`src/verilog/accum_pkg.sv`:
```
`default_nettype none

package accum_pkg;

    // one lane per digitizer board
    localparam int LANES = 7;
    // bytes gathered into one 64-bit sample
    localparam int BYTES_PER_WORD = 8;
    // chunks making up one event, chunk number wraps after the last
    localparam int CHUNKS_PER_EVENT = 4;
    // widest buffer address carried between modules
    // each module uses only the low mem_addr_bits() of it
    localparam int MEM_ADDR_W = 16;

    typedef logic [7:0] byte_t;
    typedef logic [BYTES_PER_WORD*8-1:0] sample_t;
    // lane 0 sits in the low byte
    typedef byte_t [LANES-1:0] lane_bytes_t;
    typedef logic [2:0] lane_id_t;
    typedef logic [1:0] chunk_id_t;
    typedef logic [MEM_ADDR_W-1:0] mem_addr_t;

    // tag sent with every payload word
    typedef struct packed {
        chunk_id_t chunk;
        lane_id_t lane;
    } ident_t;

    typedef struct packed {
        logic en;
        logic bank;
        mem_addr_t addr;
        sample_t data;
    } mem_wr_t;

    typedef struct packed {
        logic en;
        logic bank;
        mem_addr_t addr;
    } mem_rd_t;

    typedef struct packed {
        sample_t data;
        ident_t ident;
        logic last;
    } payload_t;

    // address bits needed for one bank of LANES x spc samples
    function automatic int mem_addr_bits(int spc);
        return $clog2(LANES * spc);
    endfunction

endpackage

`default_nettype wire

```
`src/verilog/lane_fifo.sv`:
```
`timescale 1ns/1ps
`default_nettype none

module lane_fifo #(
    parameter int LANE_FIFO_DEPTH = 4
) (
    input  logic              memclk,
    input  logic              memresetn,
    input  logic              push_i,
    input  accum_pkg::byte_t  byte_i,
    output logic              not_full_o,
    output accum_pkg::sample_t sample_o,
    output logic              valid_o,
    input  logic              pop_i
);
    import accum_pkg::*;

    localparam int PTR_W = (LANE_FIFO_DEPTH > 1) ? $clog2(LANE_FIFO_DEPTH) : 1;
    localparam int CNT_W = $clog2(LANE_FIFO_DEPTH + 1);
    localparam int BCNT_W = $clog2(BYTES_PER_WORD);

    // packer: bytes shift in from the top, so the first byte ends up lowest
    logic [BCNT_W-1:0] byte_cnt;
    sample_t pack_q;
    sample_t pack_next;
    logic sample_done;

    // sample storage, circular
    sample_t mem [LANE_FIFO_DEPTH];
    logic [PTR_W-1:0] wr_ptr;
    logic [PTR_W-1:0] rd_ptr;
    logic [CNT_W-1:0] count;

    assign pack_next = {byte_i, pack_q[$bits(sample_t)-1:8]};
    // last byte of a sample arriving now
    assign sample_done = push_i && (byte_cnt == BCNT_W'(BYTES_PER_WORD - 1));

    always_ff @(posedge memclk) begin
        if (push_i) begin
            pack_q <= pack_next;
        end
        if (sample_done) begin
            mem[wr_ptr] <= pack_next;
        end
    end

    always_ff @(posedge memclk) begin
        if (!memresetn) begin
            byte_cnt <= '0;
            wr_ptr <= '0;
            rd_ptr <= '0;
            count <= '0;
        end else begin
            if (push_i) begin
                byte_cnt <= byte_cnt + 1'b1;
            end
            if (sample_done) begin
                wr_ptr <= (wr_ptr == PTR_W'(LANE_FIFO_DEPTH - 1)) ? '0 : wr_ptr + 1'b1;
            end
            if (pop_i) begin
                rd_ptr <= (rd_ptr == PTR_W'(LANE_FIFO_DEPTH - 1)) ? '0 : rd_ptr + 1'b1;
            end
            case ({sample_done, pop_i})
                2'b10: count <= count + 1'b1;
                2'b01: count <= count - 1'b1;
                default: count <= count;
            endcase
        end
    end

    // the sample being packed takes the next free slot once complete
    assign not_full_o = (count < CNT_W'(LANE_FIFO_DEPTH));
    assign valid_o = (count != '0);
    assign sample_o = mem[rd_ptr];

    // writer only pops lanes it saw valid in its check cycle
    a_no_pop_empty: assert property (@(posedge memclk) disable iff (!memresetn)
        pop_i |-> valid_o);

endmodule

`default_nettype wire

```
`config.mk`:
```
export PLATFORM = sky130hd
export DESIGN_NAME = lane_fifo
export DESIGN_NICKNAME = d
export VERILOG_FILES = /design/src/verilog/accum_pkg.sv /design/src/verilog/lane_fifo.sv
export SDC_FILE = /design/constraint.sdc
export NUM_CORES = 1
export LEC_CHECK = 0
export BUFFER_PORTS_ARGS = -buffer_cell sky130_fd_sc_hd__buf_2
export CORE_ASPECT_RATIO = 1.25
export CORE_MARGIN = 8
export CORE_UTILIZATION = 61
export CTS_CLUSTER_SIZE = 40
export DETAILED_ROUTE_END_ITERATION = 16
export PLACE_DENSITY = 0.79
export SETUP_SLACK_MARGIN = 0.05
export SYNTH_ARGS = -nofsm -noshare
export SYNTH_HDL_FRONTEND = slang
export SYNTH_SLANG_ARGS = --single-unit
```
`constraint.sdc`:
```
create_clock -name memclk -period 4.9 [get_ports memclk]
set_input_delay 0.735 -clock memclk [delete_from_list [all_inputs] [get_ports memclk]]
set_output_delay 0.735 -clock memclk [all_outputs]
set_load 0.01 [all_outputs]
```
* Word level (Yosys, flattened, before mapping)
Memories as Yosys holds them, arrays and structs flattened. A register that Yosys moved wholly into a read port is not among the register bits.
Index checks and enable logic that the tools add are counted.
** Word-level totals
- Memory bits (writable) :: 256
- Memories :: 1
- Word-level logic and storage cells :: 27
- Bits in registers :: 74
** Memory list
- mem :: depth 4, width 64, rd ports 1, clocked after memory_dff 1, wr ports 1, line lane_fifo.sv:29 : sample_t mem [LANE_FIFO_DEPTH];
** Operators by class
- Equal/unequal tests :: 5
- Add/subtract/negate cells :: 5
- Order comparisons :: 1
- Multiplexer cells :: 7
- Reductions and logical operators :: 3
** Operators with widths (count)
- 2-to-1 mux 2 bit :: 4
- adder 3 x 1 -> 3 bit (second input constant) :: 2
- == test 2 bit (second input constant) :: 3
- one-hot mux 3 bit (2 select lines) :: 1
- adder 2 x 1 -> 2 bit (second input constant) :: 2
- == test 3 bit (second input constant) :: 1
- less-than comparator 3 bit (second input constant) :: 1
- nonzero test 3 bit :: 1
- subtractor 3 x 1 -> 3 bit (second input constant) :: 1
- == test 2 x 1 -> 1 bit (second input constant) :: 1
- 2-to-1 mux 1 bit :: 2
- nonzero test 2 bit :: 1
- logical AND 1 bit :: 1

* Logic depth before layout (Yosys ltp)
- Depth after elaboration :: 4
- Mapped depth :: 9
- Mapped depth without buffers :: 9

* Worst setup path after synthesis
Ideal clock, no wire load.
- Kind :: in2reg
- Start point :: in push_i
- End point :: mem mem[0][0] (netlist bit), enable pin
- Setup time :: 0.429 ns
- Slack :: 1.991 ns
- Stages :: 2
- Arrival :: 2.480 ns
- Cell sequence :: buf_2 > and3_1
** Between the ends
- Cells in the longest elaborated chain, start to end :: 3
** Ends and longest elaborated chain
- start, declared :: line lane_fifo.sv:9 : input logic push_i,
- logical AND 1 bit :: line lane_fifo.sv:36 : assign sample_done = push_i && (byte_cnt == BCNT_W'(BYTES_PER_WORD - 1));
- 2-to-1 mux 1 bit :: line lane_fifo.sv:42 : if (sample_done) begin
- 2-to-1 mux 1 bit (not written as such) :: line lane_fifo.sv:43 : mem[wr_ptr] <= pack_next;
- end, declared :: line lane_fifo.sv:29
Every way passes these cells.

==> impl_metrics.toml <==
[status]
status = "finished clean"

[floorplanning]
die_w_um = 139
die-area_um2 = 23700
ios = 78
die_h_um = 170
start_util_pct = 62.0
coreArea_um2 = 18700
rows = 56

[cells_and_area]
register_area_um2 = 9620
area_growth_pct = 12.5
final_common_cell = "edfxtp_1"
multi_input_area_um2 = 1810
mostFrequentLayoutCells = "312 x edfxtp_1, 76 x buf_2, 60 x mux4_2"
diodes = 0
drive_above_1_share_pct = 32.2
n_fill_cell = 1088
layout.nets = 566
layoutNonFillerInstCount = 798

[detailed_routing]
via_per_inst = 5.91
wl_per_cell_um = 22.9
first_iter_violations = 382
first_pass_iters = 5
remaining_drc_errors = 0
drt_wl_total_mm = 18.3
vias = 4714
ant_nets = 0

[job]
max_cap_viol_count = 0

[worst_setup_path]
critical_path_required_ns = 4.16
start_kind = "flip-flop"
endpoint_kind = "output port"
cp_max_fo = 37
crit_type = "reg -> out"
arrival_ns = 2.61

[yosys]
syn_avg_cell_area_um2 = 25.8
seq_area_frac_synth_pct = 82.9
yosys.area.top_type = "edfxtp_1"
yosys_warnings = 0
synthCells = 450
async_reset_ff_share_pct = 0
ys_top_cells_by_area = "edfxtp_1 81%, mux4_2 12%, dfxtp_1 2.1%"
synth_top_area_share_pct = 80.8
netlist_area_um2 = 11600
synth_edf_count = 312
synth_cell_types = 25
synth_ff_type = "edfxtp_1"
syn-num-nets = 471
yosys_register_bits = 324

[clock_tree]
clockBufferDepth = 3
holdBufCountCts = 0
post_cts_resized = 0
worstSkewPairLatency_ns = 0.53
cts_tree = "built"
cts_buffers = 29
cts_max_level = 1
clk_pin_slew_worst_paths_ns = 0.06
cts_setup_buffers = 0
cts.sinks = 324
ctsRootBufferMaster = "clkbuf_16"

[power]
p_clk_share_pct = 39.2
pwr_density_cell_nw_per_um2 = 422
p_sw_mw = 1.07
comb_power_share_pct = 3.6
switching_share_pct = 19.4
vdd_ir_drop_max_v = 0.000327
p_leak_nw = 4.23
seqPwrFrac_pct = 57.2
internal-power_mw = 4.43

[timing]
hold_slack_ns = 0.434
fin_setup_tns_ns = 0
slew_viol_final = 0
rsz0062_at_grt = "false"
period_share_pct = 68.3
relSlewSlack_pct = 30.3
fin_crit_ns = 3.35
max_slew.worst_pin.slew_ns = 1.05
setup_violations = 0
fmax_mhz = 299
hold_viol_final = 0
clock-skew-final_ns = 0.00900

[grt]
grt_use_total_pct = 15.8
grt_max_degree = 66
grt_pass1_vias = 5165
grt_pass1_wl_mm = 28.8
grt_overflow = 0
antenna_found_initial = 0

[place]
place.gp.congestion = 0.697
portBuffers = 77
dp.cells = 746
hpwl_mm = 9.45

[hold_path]
worstHoldPathType = "in -> reg"
## sequential cells by signal (all words and copies together) (netlist names), named ones only
signal	flops
mem	256
pack_q	56
rd_ptr	2
count	3
wr_ptr	2
byte_cnt	3
## metal layers
layer | GRT usage (%) | wire length, µm | up-vias
met5 | 0 | 0 | -
li1 | - | - | 2084
met4 | 4.35 | 306 | 0
met2 | 27.6 | 9480 | 147
met1 | 19.8 | 7500 | 2459
met3 | 3.25 | 1020 | 24
## power groups by stage
stage | Clock (mW) | Combinational [mW] | Sequential [mW]
after floorplan | 0 | 0.163 | 3.16
after global placement | 0 | 0.200 | 3.20
after detailed placement | 0 | 0.202 | 3.21
after CTS | 2.19 | 0.204 | 3.15
after global routing | 2.29 | 0.216 | 3.15
final | 2.16 | 0.198 | 3.15
## critical path, stage by stage (launching register included)
cell and delay, ns:
dfxtp_4 0.82, buf_4 0.46, mux4_2 0.59, buf_2 0.17
## cells in the mapped netlist, drive strengths merged (2+ instances only)
library cell,instances
ha,8
o21ai,2
nor2b,5
edfxtp,312
mux2i,4
nand3,2
inv,6
dfxtp,12
xor2,2
and3,4
buf,14
and2,3
nand2,3
a21boi,2
mux4,64
## path summary, 6_finish.rpt
| check | from | endpoint | slack, ns | depth (start not counted) |
|---|---|---|---|---|
| max | flip-flop | sample_o[18] | 1.55 | 3 |
| min | byte_i[1] | mem[2][57]$_DFFE_PP_ | 0.43 | 1 |
| max reg2reg | byte_cnt[0]$_SDFFE_PN0P_ | count[2]$_SDFFE_PN0P_ | 2.63 | 9 |
| min reg2reg | count[2]$_SDFFE_PN0P_ | count[2]$_SDFFE_PN0P_ | 0.50 | 2 |
## per-stage QoR
step | power (mW) | worst slack, ns | cell area, µm² | utilization (%)
6_report | 5.50 | 1.55 | 13000 | 69.7
5_1_grt | 5.66 | 1.34 | 13000 | 69.7
4_1_cts | 5.54 | 1.45 | 13000 | 69.7
3_5_place_dp | 3.41 | 1.93 | 12100 | 64.9
3_3_place_gp | 3.40 | 1.95 | 12100 | 64.9
2_1_floorplan | 3.33 | 1.99 | 11600 | -
## layout make-up
cell class                 instances  area share [%]
sequential                       324            73.7
multi-input combinational        105            13.9
clock buffer                      38            5.82
timing repair buffer              79            3.09
tap                              232            2.23
clock inverter                    14            1.10
inverter                           6           0.173
## cell families after synthesis
| group | Yosys count | synth area share, % |
|---|---|---|
| DFF | 324 | 82.9 |
| adders and majority gates | 9 | 1.04 |
| muxes | 68 | 12.9 |
| and+or+nand+nor | 20 | 0.982 |
| AOI/OAI and AO/OA | 5 | 0.281 |
| buffers and inverters | 21 | 1.67 |
| xor gates and xnor gates | 3 | 0.227 |
Note: power is estimated with default switching activity, not from simulation.
