File: src/verilog/accum_pkg.sv
`default_nettype none

package accum_pkg;

    // one lane per digitizer board
    localparam int LANES = 7;
    // bytes gathered into one 64-bit sample
    localparam int BYTES_PER_WORD = 8;
    // chunks making up one event, chunk number wraps after the last
    localparam int CHUNKS_PER_EVENT = 4;
    // widest buffer address carried between modules
    // each module uses only the low mem_addr_bits() of it
    localparam int MEM_ADDR_W = 16;

    typedef logic [7:0] byte_t;
    typedef logic [BYTES_PER_WORD*8-1:0] sample_t;
    // lane 0 sits in the low byte
    typedef byte_t [LANES-1:0] lane_bytes_t;
    typedef logic [2:0] lane_id_t;
    typedef logic [1:0] chunk_id_t;
    typedef logic [MEM_ADDR_W-1:0] mem_addr_t;

    // tag sent with every payload word
    typedef struct packed {
        chunk_id_t chunk;
        lane_id_t lane;
    } ident_t;

    typedef struct packed {
        logic en;
        logic bank;
        mem_addr_t addr;
        sample_t data;
    } mem_wr_t;

    typedef struct packed {
        logic en;
        logic bank;
        mem_addr_t addr;
    } mem_rd_t;

    typedef struct packed {
        sample_t data;
        ident_t ident;
        logic last;
    } payload_t;

    // address bits needed for one bank of LANES x spc samples
    function automatic int mem_addr_bits(int spc);
        return $clog2(LANES * spc);
    endfunction

endpackage

`default_nettype wire

File: src/verilog/chunk_writer.sv
`timescale 1ns/1ps
`default_nettype none

module chunk_writer #(
    parameter int SAMPLES_PER_CHUNK = 8
) (
    input  logic                                        memclk,
    input  logic                                        memresetn,
    input  accum_pkg::sample_t [accum_pkg::LANES-1:0]   lane_sample_i,
    input  logic [accum_pkg::LANES-1:0]                 lane_valid_i,
    output logic [accum_pkg::LANES-1:0]                 lane_pop_o,
    input  logic [1:0]                                  bank_full_i,
    output accum_pkg::mem_wr_t                          mem_wr_o,
    output logic                                        chunk_done_o,
    output accum_pkg::chunk_id_t                        chunk_id_o
);
    import accum_pkg::*;

    localparam int SAMPLE_W = $clog2(SAMPLES_PER_CHUNK);

    // idle waits for the first data of an event, bank wait for a free bank
    typedef enum logic [1:0] {
        ST_IDLE,
        ST_CHECK,
        ST_WRITE,
        ST_BANK_WAIT
    } state_t;

    state_t state;
    lane_id_t lane_q;
    logic [SAMPLE_W-1:0] sample_q;
    chunk_id_t chunk_q;
    logic bank;
    logic last_lane;
    logic last_sample;

    // low bit of the chunk number picks the bank
    assign bank = chunk_q[0];
    assign last_lane = (lane_q == lane_id_t'(LANES - 1));
    assign last_sample = (sample_q == SAMPLE_W'(SAMPLES_PER_CHUNK - 1));

    always_ff @(posedge memclk) begin
        if (!memresetn) begin
            state <= ST_IDLE;
            lane_q <= '0;
            sample_q <= '0;
            chunk_q <= '0;
            chunk_done_o <= 1'b0;
            chunk_id_o <= '0;
        end else begin
            chunk_done_o <= 1'b0;
            case (state)
                ST_IDLE: begin
                    if (lane_valid_i[0] && !bank_full_i[bank]) begin
                        state <= ST_CHECK;
                    end
                end
                // a round starts only with a sample waiting on every lane
                ST_CHECK: begin
                    if (&lane_valid_i) begin
                        state <= ST_WRITE;
                    end
                end
                ST_WRITE: begin
                    if (last_lane) begin
                        lane_q <= '0;
                        if (last_sample) begin
                            sample_q <= '0;
                            chunk_done_o <= 1'b1;
                            chunk_id_o <= chunk_q;
                            // flip to the other bank, event end goes back to idle
                            if (chunk_q == chunk_id_t'(CHUNKS_PER_EVENT - 1)) begin
                                chunk_q <= '0;
                                state <= ST_IDLE;
                            end else begin
                                chunk_q <= chunk_q + 1'b1;
                                state <= ST_BANK_WAIT;
                            end
                        end else begin
                            sample_q <= sample_q + 1'b1;
                            state <= ST_CHECK;
                        end
                    end else begin
                        lane_q <= lane_q + 1'b1;
                    end
                end
                ST_BANK_WAIT: begin
                    if (!bank_full_i[bank]) begin
                        state <= ST_CHECK;
                    end
                end
                default: state <= ST_IDLE;
            endcase
        end
    end

    always_comb begin
        mem_wr_o.en = (state == ST_WRITE);
        mem_wr_o.bank = bank;
        // lane * SAMPLES_PER_CHUNK + sample, a plain concat for power-of-two sizes
        mem_wr_o.addr = mem_addr_t'({lane_q, sample_q});
        mem_wr_o.data = lane_sample_i[lane_q];
        // pop the lane in its own write cycle
        for (int l = 0; l < LANES; l++) begin
            lane_pop_o[l] = (state == ST_WRITE) && (lane_q == lane_id_t'(l));
        end
    end

    // bank flag is set by the buffer and cleared by the reader
    a_no_write_full_bank: assert property (@(posedge memclk) disable iff (!memresetn)
        mem_wr_o.en |-> !bank_full_i[mem_wr_o.bank]);

endmodule

`default_nettype wire

File: config.mk
export PLATFORM = sky130hd
export DESIGN_NAME = chunk_writer
export DESIGN_NICKNAME = d
export VERILOG_FILES = /design/src/verilog/accum_pkg.sv /design/src/verilog/chunk_writer.sv
export SDC_FILE = /design/constraint.sdc
export NUM_CORES = 1
export LEC_CHECK = 0
export ABC_AREA = 1
export CORE_AREA = 10 10 205 207
export DETAILED_ROUTE_END_ITERATION = 10
export DIE_AREA = 0 0 215 217
export DONT_BUFFER_PORTS = 1
export GPL_TIMING_DRIVEN = 1
export SLEW_MARGIN = 20
export SYNTH_ARGS = -nofsm -noshare
export SYNTH_HDL_FRONTEND = slang
export SYNTH_SLANG_ARGS = --single-unit
File: constraint.sdc
create_clock -name memclk -period 1.8 [get_ports memclk]
set_input_delay 0.27 -clock memclk [delete_from_list [all_inputs] [get_ports memclk]]
set_output_delay 0.27 -clock memclk [all_outputs]
set_load 0.01 [all_outputs]
# Word level (Yosys, flattened, before mapping)
# Index checks and enable logic that the tools add are counted.
[word_totals]
mem_count = 0
register_bits = 13
wordCells = 57
output_inout_bits = 92
romBits = 0
mem_bits_rw = 0
latchBits = 0
inputBits = 459
[op_classes]
div = 0
addsub = 3
n_mux = 15
n_eq_ne = 15
n_bitwise = 0
order_cmp = 2
n_mul = 0
shifts = 0
n_reduce_logical = 16
[op_table]
columns = ["op", "n"]
rows = [
  ["64-bit binary-select mux with 3-bit select", 1],
  ["64-bit two-way mux", 1],
  ["2-bit two-way mux", 7],
  ["3-bit == test (second input constant)", 4],
  ["1-bit logical AND", 8],
  ["2-bit one-hot mux with 4 select lines", 1],
  ["7-bit AND reduction", 1],
  ["3-bit by 1-bit adder with 3-bit output (second input constant)", 2],
  ["2-bit == test (second input constant)", 3],
  ["3-bit by 2-bit == test with 1-bit output (second input constant)", 2],
  ["3-bit two-way mux", 2],
  ["2-bit != test (second input constant)", 3],
  ["3-bit AND reduction", 2],
  ["3-bit by 4-bit less-than comparator with 1-bit output (second input constant)", 1],
  ["4-bit AND reduction", 1],
  ["3-bit by 1-bit == test with 1-bit output (second input constant)", 1],
  ["3-bit logical NOT", 1],
  ["1-bit two-way mux", 3],
  ["2-bit by 1-bit adder with 2-bit output (second input constant)", 1],
  ["2-bit by 1-bit == test with 1-bit output (second input constant)", 1],
  ["2-bit logical NOT", 1],
  ["1-bit by 2-bit less-than comparator with 1-bit output (second input constant)", 1],
  ["2-bit by 1-bit != test with 1-bit output (second input constant)", 1],
  ["2-bit AND reduction", 1],
  ["1-bit logical NOT", 1],
]

# Longest topological paths before layout
[logic_depth]
word_depth = 6
ltp_mapped = 10
ltp_nobuf = 9

# Worst setup path after synthesis
# OpenSTA, ideal clock, no wires.
[synth_path]
kind = "register to output"
startpoint = "reg lane_q[2]"
endpoint = "out mem_wr_o[36] (netlist bit)"
slack_ps = 149
t_arrival_ps = 1381
stages_incl_launch_ff = 6
cell_sequence = "dfxtp_1 > buf_2 > clkinv_1 > buf_2 > buf_1 > o21ai_0"
[synth_lines]
columns = ["item", "line", "rtl"]
rows = [
  ["from (decl)", "chunk_writer.sv:30", "lane_id_t lane_q;"],
  ["from (signal assigned)", "chunk_writer.sv:84", "lane_q <= lane_q + 1'b1;"],
  ["to (decl)", "chunk_writer.sv:13", "output accum_pkg::mem_wr_t mem_wr_o,"],
]

==> metrics.yaml <==
status: "finished with violations"
violations: "setup timing"
cp.required_ps: 1530
rsz0062_at_grt: "yes"
worstSetupPathType: "reg -> out"
final_hold_viol_count: 0
cts_made_buffers: 3
area_growth_pct: 50.8
hpwl_mm: 24.3
min_path_type: "in -> reg"
cts_tree: "yes"
start_util_pct: 11.0
grt-ovfl-total: 0
ys_types: 31
io_buffers: 0
routedWlPerCell_um: 24.4
fin_crit_sh_pct: 110
antenna_found_initial: 1
ys_seq_area_share_pct: 6.23
yosysMostFrequentCell: "nand2_1"
nets: 1319
grt_util_all_layers_pct: 12.0
htree_levels: 1
grt_max_degree: 57
gp_congestion: 1.00
maxCapViolCount: 0
postLayoutCoreUtil_pct: 16.5
ys_ff_latch: 13
ctsLongestPathBuffers: 2
synth_edf_count: 0
clk_pin_slew_ps: 50
grt_pass1_vias: 6273
wl_mm: 33.4
p_leak_nw: 2.26
cts_root_buffer: "clkbuf_16"
dr_total_vias: 6334
pwr_density_cell_nw_per_um2: 866
post-route-min-period_ps: 1980
peakVddDrop_uv: 636
die_h_um: 217
clock_skew_ps: 4.82
cp-start-kind: "flip-flop"
yosysTopAreaCell: "nand2_1"
synth_area_per_cell_um2: 5.05
rows: 72
drc: 0
setup_tns_ps: -7680
drtPass1Iterations: 5
synthTopCellsByCount: "nand2_1 (410), nand3_1 (68), a21oi_1 (65)"
finalSetupViolCount: 66
antenna_left: 0
die_w_um: 215
path_cells: "buf_6, nor2_4, buf_12, buf_4, nand2_1, nand4_1, o21a_1"
worstPathArrival_ps: 1710
synth_top_area_share_pct: 36.8
finalWorstSetupSlack_ps: -184
core_area_um2: 38100
antenna_cells: 0
critPathMaxFanout: 11
ys_top_cells_by_area: "nand2_1 (37%), o21a_1 (9.2%), nand3_1 (8.1%), a21oi_1 (7.8%), nand4_1 (7.6%)"
async_flop_share_pct: 0
syn-cell-area_um2: 4180
drive_gt1_share_pct: 26.1
synth.yosys.warnings: 0
ys.flop_type: "dfxtp_1"
slowest_stage: "dfxtp_2"
clkLatencyLatePin_ps: 240
max_stage_delay_ps: 330
fmax_mhz: 504
syn_inst: 828
die-area_um2: 46700
grt_pass1_wl_mm: 42.9
maxSlewViolCount: 0
endpoint_kind: "output port"
drt_iter0_drc: 549
cts_sinks: 13
io_pins: 551
viasPerCell: 4.63
worst paths after layout:
check / startpoint / end / slack [ps] / cells past startpoint
setup / recovery: lane_q[0] / mem_wr_o[15] / -180 / 7
hold / removal: memresetn / state[0] / 150 / 2
setup reg to reg: lane_q[0] / chunk_id_o[0] / -20 / 12
hold reg to reg: chunk_q[1] / chunk_id_o[1] / 500 / 2
flip-flops by register name, indices dropped and copies added (netlist names):
signal	flops
sample_q	3
state	2
lane_q	3
chunk_done_o	1
chunk_id_o	2
chunk_q	2
worst max-delay path, delay by kind of cell (launching register included):
family / cells / cell delay, ps
simple gates: 3 / 440
compound gates: 1 / 200
buf+inv: 3 / 500
flops: 1 / 330
routing by layer:
metal	vias to the layer above	GRT usage, %	part of all wire [%]
li1	2789	-	-
met1	2944	13.8	38
met2	560	20.7	48
met3	39	4.63	13
met4	2	2.44	1.8
met5	-	0	0.039
placed cells by master (no fill, tap or decap), types with 5 or more instances in the layout:
cell / n
a21oi_1: 58
a21oi_2: 8
a22oi_1: 13
buf_12: 19
buf_16: 11
buf_4: 29
buf_6: 12
buf_8: 6
clkbuf_16: 11
conb_1: 10
dfxtp_1: 10
ha_1: 8
inv_1: 16
nand2_1: 354
nand2_2: 47
nand2_4: 9
nand3_1: 38
nand3_2: 30
nand4_1: 51
nor2_1: 15
nor2_2: 5
o21a_1: 42
o21a_2: 5
o21ai_1: 5
o21ai_2: 9
final cells by class:
class                           instances  area, µm²
Tap cell                              518        648
Fill cell                            4327      31800
Clock inverter                          1       5.00
Sequential cell                        13        267
Clock buffer                            3       75.1
Multi-Input combinational cell        727       3890
Timing Repair Buffer                   85       1330
Inverter                               22       92.6
logic make-up (layout without fill, tap and decap cells):
| kind of cell | after synthesis | after routing | share of synthesized area (%) |
|---|---|---|---|
| AO/OA/AOI/OAI | 154 | 154 | 22.9 |
| adder cells (fa/ha/maj) | 8 | 8 | 2.40 |
| buffers and inverters | 97 | 111 | 12.6 |
| AND/OR/NAND/NOR | 555 | 555 | 55.8 |
| flip-flops | 13 | 13 | 6.23 |
| other | 1 | 10 | 0.0897 |
through the flow:
| step | hold slack, ps | power, mW | instance area [µm²] | cells | worst slack, ps |
|---|---|---|---|---|---|
| after floorplan | 390 | 2.73 | 4210 | 837 | 149 |
| after global placement | 395 | 3.83 | 4960 | 1328 | 26.4 |
| after detailed placement | 398 | 3.83 | 4960 | 1328 | 16.0 |
| after CTS | 144 | 4.83 | 5850 | 1355 | -172 |
| after global routing | 151 | 5.80 | 6300 | 1369 | -266 |
| final | 147 | 5.46 | 6300 | 1369 | -184 |
where the power goes:
part / switching [mW] / leakage, nW / internal (mW)
Combinational: 2.71 / 2.11 / 1.98
Sequential: 0.0225 / 0.107 / 0.315
Clock: 0.130 / 0.0409 / 0.296
timing repair:
item                       in CTS  in global routing
hold buffers                    0                  0
buffers inserted               13                  7
pin swaps                      19                  6
resized for setup             121                 63
setup endpoints to repair      66                 73
gates cloned                   10                  9
Note: power is estimated with default switching activity, not from simulation.
