**config.mk**
```make
export PLATFORM = sky130hd
export DESIGN_NAME = chunk_reader
export DESIGN_NICKNAME = d
export VERILOG_FILES = /design/src/verilog/accum_pkg.sv /design/src/verilog/chunk_reader.sv
export SDC_FILE = /design/constraint.sdc
export NUM_CORES = 1
export LEC_CHECK = 0
export ABC_AREA = 0
export BUFFER_PORTS_ARGS = -buffer_cell sky130_fd_sc_hd__buf_2
export CORE_ASPECT_RATIO = 1.75
export CORE_MARGIN = 5
export CORE_UTILIZATION = 34
export DETAILED_ROUTE_END_ITERATION = 6
export MAX_ROUTING_LAYER = met4
export PLACE_DENSITY = 0.8
export SLEW_MARGIN = 20
export SYNTH_ARGS = -nofsm -noshare
export SYNTH_HDL_FRONTEND = slang
export SYNTH_SLANG_ARGS = --single-unit
export TNS_END_PERCENT = 10
```
**constraint.sdc**
```tcl
create_clock -name memclk -period 1.75 [get_ports memclk]
set_input_delay 0.2625 -clock memclk [delete_from_list [all_inputs] [get_ports memclk]]
set_output_delay 0.2625 -clock memclk [all_outputs]
set_load 0.03 [all_outputs]
```
**src/verilog/accum_pkg.sv**
```systemverilog
`default_nettype none

package accum_pkg;

    // one lane per digitizer board
    localparam int LANES = 7;
    // bytes gathered into one 64-bit sample
    localparam int BYTES_PER_WORD = 8;
    // chunks making up one event, chunk number wraps after the last
    localparam int CHUNKS_PER_EVENT = 4;
    // widest buffer address carried between modules
    // each module uses only the low mem_addr_bits() of it
    localparam int MEM_ADDR_W = 16;

    typedef logic [7:0] byte_t;
    typedef logic [BYTES_PER_WORD*8-1:0] sample_t;
    // lane 0 sits in the low byte
    typedef byte_t [LANES-1:0] lane_bytes_t;
    typedef logic [2:0] lane_id_t;
    typedef logic [1:0] chunk_id_t;
    typedef logic [MEM_ADDR_W-1:0] mem_addr_t;

    // tag sent with every payload word
    typedef struct packed {
        chunk_id_t chunk;
        lane_id_t lane;
    } ident_t;

    typedef struct packed {
        logic en;
        logic bank;
        mem_addr_t addr;
        sample_t data;
    } mem_wr_t;

    typedef struct packed {
        logic en;
        logic bank;
        mem_addr_t addr;
    } mem_rd_t;

    typedef struct packed {
        sample_t data;
        ident_t ident;
        logic last;
    } payload_t;

    // address bits needed for one bank of LANES x spc samples
    function automatic int mem_addr_bits(int spc);
        return $clog2(LANES * spc);
    endfunction

endpackage

`default_nettype wire

```
**src/verilog/chunk_reader.sv**
```systemverilog
`timescale 1ns/1ps
`default_nettype none

module chunk_reader #(
    parameter int SAMPLES_PER_CHUNK = 8
) (
    input  logic                 memclk,
    input  logic                 memresetn,
    input  logic                 chunk_done_i,
    input  accum_pkg::chunk_id_t chunk_id_i,
    input  logic                 has_space_i,
    output accum_pkg::mem_rd_t   mem_rd_o,
    input  accum_pkg::sample_t   rd_data_i,
    output logic                 release_o,
    output logic                 release_bank_o,
    output accum_pkg::payload_t  payload_o,
    output logic                 payload_valid_o
);
    import accum_pkg::*;

    localparam int SAMPLE_W = $clog2(SAMPLES_PER_CHUNK);

    // queue of finished chunks, never more than the two banks hold
    chunk_id_t q_mem [2];
    logic q_wr_ptr;
    logic q_rd_ptr;
    logic [1:0] q_count;
    logic q_full;
    logic start;

    // read sequencer
    logic busy;
    chunk_id_t cur_chunk;
    lane_id_t lane_cnt;
    logic [SAMPLE_W-1:0] samp_cnt;
    logic last_samp;
    logic last_read;

    // tag and last flag, one cycle behind the read enable like the data
    ident_t ident_q;
    logic last_q;

    assign q_full = (q_count == 2'd2);
    // consumer space is only looked at here
    assign start = (q_count != 2'd0) && !busy && has_space_i;
    assign last_samp = (samp_cnt == SAMPLE_W'(SAMPLES_PER_CHUNK - 1));
    assign last_read = busy && last_samp && (lane_cnt == lane_id_t'(LANES - 1));

    always_ff @(posedge memclk) begin
        if (chunk_done_i) begin
            q_mem[q_wr_ptr] <= chunk_id_i;
        end
        ident_q <= '{chunk: cur_chunk, lane: lane_cnt};
        last_q <= last_samp;
    end

    always_ff @(posedge memclk) begin
        if (!memresetn) begin
            q_wr_ptr <= 1'b0;
            q_rd_ptr <= 1'b0;
            q_count <= 2'd0;
            busy <= 1'b0;
            cur_chunk <= '0;
            lane_cnt <= '0;
            samp_cnt <= '0;
            payload_valid_o <= 1'b0;
        end else begin
            if (chunk_done_i) begin
                q_wr_ptr <= ~q_wr_ptr;
            end
            if (start) begin
                q_rd_ptr <= ~q_rd_ptr;
            end
            case ({chunk_done_i, start})
                2'b10: q_count <= q_count + 1'b1;
                2'b01: q_count <= q_count - 1'b1;
                default: q_count <= q_count;
            endcase
            if (start) begin
                busy <= 1'b1;
                cur_chunk <= q_mem[q_rd_ptr];
                lane_cnt <= '0;
                samp_cnt <= '0;
            end else if (busy) begin
                // linear addresses, samples within a lane then next lane
                samp_cnt <= samp_cnt + 1'b1;
                if (last_samp) begin
                    lane_cnt <= lane_cnt + 1'b1;
                end
                // leaves one idle cycle before the next start
                if (last_read) begin
                    busy <= 1'b0;
                end
            end
            payload_valid_o <= busy;
        end
    end

    always_comb begin
        mem_rd_o.en = busy;
        mem_rd_o.bank = cur_chunk[0];
        mem_rd_o.addr = mem_addr_t'({lane_cnt, samp_cnt});
    end

    // bank is free once its last sample has been read
    assign release_o = last_read;
    assign release_bank_o = cur_chunk[0];

    assign payload_o = '{data: rd_data_i, ident: ident_q, last: last_q};

    // a full queue means both banks are full, so the writer cannot close a chunk
    a_no_push_full: assert property (@(posedge memclk) disable iff (!memresetn)
        chunk_done_i |-> !q_full);

endmodule

`default_nettype wire

```
**After elaboration in Yosys (flattened, before gate mapping)**

Memory sizes are Yosys's and may differ from the RTL's. A register that Yosys moved wholly into a read port is not among the register bits.
Index checks and enable logic that the tools add are counted.

- Add/sub/neg operators: 4
- $mul: 0
- Div/mod/pow operators: 0
- Order comparisons: 0
- Equal/unequal tests: 4
- Shifts and indexed selects: 0
- Mux-type cells: 6
- Bitwise logic cells: 3
- Reduce and logical (&&, ||, !) cells: 10

Operators by type and width:

| operator | count |
|---|---|
| adder 3 x 1 -> 3 bit, second input constant | 2 |
| equality test 3 bit, second input constant | 2 |
| 2-to-1 mux 1 bit | 5 |
| logical AND 1 bit | 4 |
| case mux 2 bit (2 select lines) | 1 |
| nonzero test 2 bit | 2 |
| inverter 1 bit | 3 |
| adder 2 x 1 -> 2 bit, second input constant | 1 |
| equality test 2 x 1 -> 1 bit, second input constant | 1 |
| equality test 2 bit, second input constant | 1 |
| zero test 1 bit | 2 |
| AND reduction 2 bit | 1 |
| OR reduction 2 bit | 1 |
| subtractor 2 x 1 -> 2 bit, second input constant | 1 |

- Register bits: 18
- Latch bits: 0
- Memory bits (writable): 4
- Bits in read-only memories: 0
- Logic and storage cells: 38
- Memories kept: 1

Memory list:

| memory | words | width | read ports | clocked after memory_dff | write ports | line | text |
|---|---|---|---|---|---|---|---|
| q_mem | 2 | 2 | 1 | 1 | 1 | chunk_reader.sv:24 | `chunk_id_t q_mem [2];` |

**Logic depth before layout (Yosys ltp)**

Gate-level depths: netlist of run 1.

- Word-level depth: 6
- Depth in mapped cells: 8

**Worst setup path before layout of run 1**

Ideal clock, no wire load.

- Path kind: reg-to-output
- Start point: register samp_cnt[0]
- End point: output port release_o
- Arrival time: 1475 ps
- Required time: 1487 ps
- Path slack: 13 ps
- Cell stages (with the launch flop): 5
- Cells stage by stage: dfxtp_1 > ha_1 > ha_1 > nand3_1 > nor2_1

- Longest elaborated chain between the ends: 3

Ends and longest elaborated chain:

| what | line | text |
|---|---|---|
| from (decl) | chunk_reader.sv:35 | `logic [SAMPLE_W-1:0] samp_cnt;` |
| from (signal assigned) | chunk_reader.sv:86 | `samp_cnt <= samp_cnt + 1'b1;` |
| equality test 3 bit | chunk_reader.sv:46 | `assign last_samp = (samp_cnt == SAMPLE_W'(SAMPLES_PER_CHUNK - 1));` |
| via last_samp | chunk_reader.sv:36 | `logic last_samp;` |
| logical AND 1 bit (2 in a row) | chunk_reader.sv:47 | `assign last_read = busy && last_samp && (lane_cnt == lane_id_t'(LANES - 1));` |
| to (decl) | chunk_reader.sv:14 | `output logic release_o,` |

The timed path passes the listed nets, and every way through them passes these cells.

**Worst setup path in the final report of run 1**

- Start point: register samp_cnt[1]
- End point: output port release_o

The elaborated chain is that of the path after synthesis.

==> results of run 1 <==
==> report_power, final <==
| group | internal [mW] | switching, mW |
|---|---|---|
| clock | 0.162 | 0.153 |
| sequential | 0.636 | 0.0475 |
| combinational | 0.168 | 0.263 |
| total | 0.965 | 0.464 |
==> per-layer routing <==
layer	part of all wire, %	global-route usage [%]
met1	24	6.18
met2	41	12.3
met3	20	5.59
met4	15	13.5
met5	0	-
==> flip-flops by register name, indices dropped and copies added (netlist names) <==
signal           count
samp_cnt             3
q_wr_ptr             1
payload_o            5
q_mem                4
lane_cnt             3
cur_chunk            2
last_q               1
payload_valid_o      1
q_rd_ptr             1
busy                 1
q_count              2
==> cell usage after synthesis, drive strengths merged <==
master,count
a21oi,5
a2bb2oi,1
a311oi,1
and2,1
buf,79
conb,1
dfxtp,20
edfxtp,4
ha,5
inv,4
mux2i,4
nand2,1
nand2b,1
nand3,2
nor2,13
o21ai,5
or3,4
xnor2,4
xor2,2
==> critical path, stage by stage (launching register included) <==
cell     delay [ps]
dfxtp_1         350
ha_1            150
ha_2            220
nand3_1         110
nor2_1          120
buf_4           170
==> per-stage QoR <==
| stage | util, % | cell area [um2] | power (mW) |
|---|---|---|---|
| after floorplan | - | 1500 | 1.33 |
| after global placement | 26.3 | 1090 | 1.12 |
| after CTS | 27.3 | 1130 | 1.45 |
| after detailed placement | 26.3 | 1090 | 1.13 |
| after global routing | 27.5 | 1140 | 1.54 |
| final | 27.5 | 1140 | 1.43 |
==> repair_timing <==
action                     CTS  global route
setup buffers                0             0
resized for setup            0             4
setup endpoints to repair    0             1
hold endpoints to repair     0             0
==> cells by family (layout without fill, tap and decap cells) <==
kind of cell,count (synthesis),count (layout),share of synthesized area (%)
buffers and inverters,83,32,41.9
DFF,24,24,35.4
and+or+nand+nor,22,22,7.32
AOI/OAI and AO/OA,12,12,4.60
xor gates and xnor gates,6,6,3.57
adders and majority gates,5,5,4.26
muxes,4,4,2.72
other,1,10,0.255
==> cells in the final DEF (no fill, tap or decap), types with 2 or more instances in the layout <==
cell	count
a21oi_1	5
buf_2	21
buf_4	3
clkbuf_8	3
conb_1	10
dfxtp_1	19
edfxtp_1	4
ha_1	4
inv_1	4
mux2i_1	4
nand3_1	2
nor2_1	13
o21ai_0	4
or3_1	4
xnor2_1	4
xor2_1	2
==> final timing paths <==
kind                 startpoint            to  cells after the start
setup / recovery    samp_cnt[1]     release_o                      5
hold / removal    chunk_id_i[0]   q_mem[0][0]                      1
setup reg to reg           busy    q_count[1]                      5
hold reg to reg    cur_chunk[1]  payload_o[5]                      0
==> area by class of cell <==
cell class,count,share of cell area (%)
clock buffer,4,3.95
inverter,4,1.32
multi-input combinational,59,32.5
sequential,24,45.7
tap,49,5.37
timing repair buffer,24,11.2
==> qor.txt, run 1 <==
f_max - 0.609 GHz
part of the Yosys area used for sequential elements - 35.4%
Non-Filler Instances - 164
largest net degree at the start of global routing - 14
antenna viol nets, final - 0
die height - 97.0 um
status - finished clean
Leakage - 0.512 nW
I/O pins - 161
H-Tree Depth - 1
FF+latch area - 522 um2
syn avg cell area - 9.36 um2
GRT Overall Usage - 9.16%
post-cts hold buffer count - 0
cell area after synthesis - 1470 um2
Synth top area share - 39.3%
critical path class - reg -> out
Worst R2R Setup Slack - 310 ps
RSZ-0062 raised after global routing - false
PD cells - 1250 nW/um2
Initial DRT Pass Iterations - 4
vias in the first global route - 762
final WL - 2540 um
Final #Nets - 191
Sink Count - 24
Worst VDD drop - 0.391 mV
critical path required time - 1490 ps
total gr overflow - 0
Place WS - 308 ps
largest cells by area after synthesis - buf_4 (39%), dfxtp_1 (27%), edfxtp_1 (8.2%)
Placement Rows - 31
Port-buffer cells - 22
Starting Density - 35.4%
TritonCTS buffer count - 3
Fin. Hold Viols - 0
Worst setup SP type - flop
Yosys reg bits - 24
root buffer cell - clkbuf_8
Die ar. - 5790 um2
Detailed Route Iter0 Violations - 23
PnR worst setup slack - 107 ps
yosys warns - 0
final-report setup violation count - 0
initial antenna violation count - 0
Remaining DRCs - 0
Final period util - 93.9%
placed insts - 160
FILL cells - 428
final worst path period need - 1640 ps
endpoint class of the critical path - primary output
Hold WC Path Type - in -> reg
setup TNS - 0 ps
skew final - 2.29 ps
Vias - 727
Hold WS - 193 ps
layout cells sized above 1 - 26.1%
Max FO, Critical Path - 6
total inserted antenna cells - 0
Routed wire per std cell - 15.5 um
multi-input logic area - 370 um2
Worst Path Arrival - 1380 ps
cell taking the most area after synthesis - buf_4
first-pass GRT wire length - 3870 um
Core Area - 4150 um2
Worst-path clk slew - 80 ps
worst-skew pair later-pin latency - 250 ps
Clock Tree Buf Depth - 2
routability cong. - 0.762
Max-cap violations - 0
post-synth cell types - 21
Die X-Extent - 59.7 um
DR vias/cell - 4.43
DP HPWL - 2060 um
Slew Viols, Final - 0
Area Overhead vs Synth - -22.4%
TritonCTS clock tree - built
Gate Count Post-Synth - 157
(Power assumes the default switching activity.)
==> run 2: changes to the inputs <==
--- a/config.mk
+++ b/config.mk
@@ -8,8 +8,9 @@
 export ABC_AREA = 0
 export BUFFER_PORTS_ARGS = -buffer_cell sky130_fd_sc_hd__buf_2
 export CORE_ASPECT_RATIO = 1.75
-export CORE_MARGIN = 5
+export CORE_MARGIN = 2
 export CORE_UTILIZATION = 34
+export CTS_BUF_LIST = sky130_fd_sc_hd__clkbuf_4 sky130_fd_sc_hd__clkbuf_8 sky130_fd_sc_hd__clkbuf_16
 export DETAILED_ROUTE_END_ITERATION = 6
 export MAX_ROUTING_LAYER = met4
 export PLACE_DENSITY = 0.8
==> run 2 against run 1 <==
  * Final area increased by 0.11%
  * Die area decreased by 16%
  * Via count decreased by 0.55%
  * Largest cell class unchanged
==> qor.txt, run 2 (same netlist as run 1, synthesis figures left out) <==
slowest stage delay, CP - 350 ps (about the same)
Die ar. - 4890 um2 (was 5790 um2)
Leakage - 0.513 nW (was 0.512 nW)
Non-Filler Instances - 164 (unchanged)
Sequential Power Share - 47.9% (was 47.8%)
Worst-path clk slew - 80 ps (about the same)
TritonCTS buffer count - 3 (unchanged)
Core Area - 4150 um2 (unchanged)
Area Overhead vs Synth - -22.3% (was -22.4%)
critical path endpoint - release_o (unchanged)
DR vias/cell - 4.41 (was 4.43)
Initial DRT Pass Iterations - 4 (unchanged)
most frequent cells in the layout - buf_2 (21), dfxtp_1 (18), nor2_1 (13), conb_1 (10), a21oi_1 (5) (was buf_2 (21), dfxtp_1 (19), nor2_1 (13), conb_1 (10), a21oi_1 (5))
placed insts - 160 (unchanged)
max FFs per register - 5 (unchanged)
Power Internal - 0.961 mW (was 0.965 mW)
Sink Count - 24 (unchanged)
Design Power - 1.43 mW (about the same)
critical path required time - 1490 ps (about the same)
H-Tree Depth - 1 (unchanged)
post-cts hold buffer count - 0 (unchanged)
critical path's top delay family - adder cells (unchanged)
f_max - 0.618 GHz (was 0.609 GHz)
Reg-to-Reg Start - busy (unchanged)
Detailed Route Iter0 Violations - 19 (was 23)
RSZ-0062 raised after global routing - false (unchanged)
total inserted antenna cells - 0 (unchanged)
most common cell after layout, fill and taps aside - buf_2 (unchanged)
r2r endpoint - q_count[1] (unchanged)
Slew Viols, Final - 0 (unchanged)
status - finished clean (unchanged)
PD cells - 1250 nW/um2 (about the same)
endpoint class of the critical path - primary output (unchanged)
Worst Path Arrival - 1350 ps (was 1380 ps)
initial antenna violation count - 0 (unchanged)
Final period util - 92.4% (was 93.9%)
final worst path period need - 1620 ps (was 1640 ps)
final WL - 2240 um (was 2540 um)
first-pass GRT wire length - 3480 um (was 3870 um)
setup bufs post-CTS - 0 (unchanged)
setup TNS - 0 ps (unchanged)
Placement Rows - 31 (unchanged)
root buffer cell - clkbuf_8 (unchanged)
antenna viol nets, final - 0 (unchanged)
Worst R2R Setup Slack - 310 ps (about the same)
Remaining DRCs - 0 (unchanged)
Vias - 723 (was 727)
I/O pins - 161 (unchanged)
Final #Nets - 191 (unchanged)
post_cts resized - 0 (unchanged)
Logic pwr share - 29.9% (was 30.1%)
Starting Density - 35.4% (unchanged)
Setup crit start - samp_cnt[0] (was samp_cnt[1])
CP Depth - 5 (unchanged)
worst-skew pair later-pin latency - 260 ps (was 250 ps)
final-report setup violation count - 0 (unchanged)
routability cong. - 0.755 (was 0.762)
Buffers & Inverters on Critical Path - 1 (unchanged)
TritonCTS clock tree - built (unchanged)
Port-buffer cells - 22 (unchanged)
Worst VDD drop - 0.425 mV (was 0.391 mV)
die height - 91.0 um (was 97.0 um)
Max FO, Critical Path - 6 (unchanged)
total gr overflow - 0 (unchanged)
FF-to-FF path depth - 5 (unchanged)
Clock Tree Buf Depth - 2 (unchanged)
Routed wire per std cell - 13.6 um (was 15.5 um)
Fin. Hold Viols - 0 (unchanged)
switching power - 0.473 mW (was 0.464 mW)
skew final - 3.48 ps (was 2.29 ps)
PnR worst setup slack - 133 ps (was 107 ps)
Die X-Extent - 53.7 um (was 59.7 um)
Max-cap violations - 0 (unchanged)
Clock Power Share - 22.2% (was 22.0%)
largest net degree at the start of global routing - 14 (unchanged)
vias in the first global route - 761 (was 762)
CP Cell Sequence - ha_1 -> ha_2 -> nand3_1 -> nor2_1 -> buf_4 (unchanged)
critical path class - reg -> out (unchanged)
DP HPWL - 1770 um (was 2060 um)
GRT Overall Usage - 10.1% (was 9.16%)
slowest CP cell - dfxtp_2 (was dfxtp_1)
layout cells sized above 1 - 27.0% (was 26.1%)
Worst setup SP type - flop (unchanged)
Place WS - 307 ps (was 308 ps)
Hold WC Path Type - in -> reg (unchanged)
Switching Fraction - 33.0% (was 32.5%)
[run 2: cell types whose count changed in the layout (fill, tap and decap cells not counted)]
cell,before,now
dfxtp_1,19,18
dfxtp_2,1,2
clkinv_1,0,1
clkbuf_1,1,0
[run 2: area by class of cell]
cell class              instances  area, um2
flip-flops and latches         24        523
fillers                       450       3010
clock buffers                   3       41.3
multi-input cells              59        370
repair buffers                 24        128
clock inverters                 1       3.75
inverters                       4       15.0
well taps                      49       61.3
[run 2: power groups by stage]
stage               clock network, mW  logic (mW)  registers (mW)
CTS                             0.331       0.434           0.686
detailed placement                  0       0.432           0.698
global route                    0.353       0.484           0.700
global placement                    0       0.422           0.693
finish                          0.318       0.429           0.687
floorplan                           0       0.593           0.741
[run 2: stage by stage]
step	util, %	hold WS (ps)	cell area (um2)
after CTS	27.3	180	1130
final	27.5	190	1140
after global placement	26.3	333	1090
after detailed placement	26.3	346	1090
after floorplan	-	325	1500
after global routing	27.5	184	1140
[run 2: worst min path at each step]
stage	startpoint	end	slack, ps	cells after the start
after global placement	cur_chunk[1]	payload_o[5]	330	0
after floorplan	cur_chunk[1]	payload_o[5]	320	0
after detailed placement	cur_chunk[1]	payload_o[5]	350	0
final	chunk_id_i[0]	q_mem[0][0]	190	1
after global routing	chunk_id_i[0]	q_mem[0][0]	180	1
after CTS	chunk_id_i[0]	q_mem[0][0]	180	1
[run 2: per-layer routing]
metal / GRT usage [%] / up-vias / part of all wire [%] / wire length (um)
met4: 16.2 / 0 / 17 / 373
met1: 8.20 / 304 / 29 / 641
met5: - / - / 0 / 0
met3: 4.93 / 54 / 17 / 385
met2: 12.2 / 35 / 37 / 835
li1: - / 330 / - / -
[run 2: worst register-to-register path, delay by kind of cell (launching register included)]
kind | cells | cell delay (ps)
compound gates | 1 | 140
fa+ha+maj | 1 | 260
flops | 1 | 310
simple gates | 3 | 660
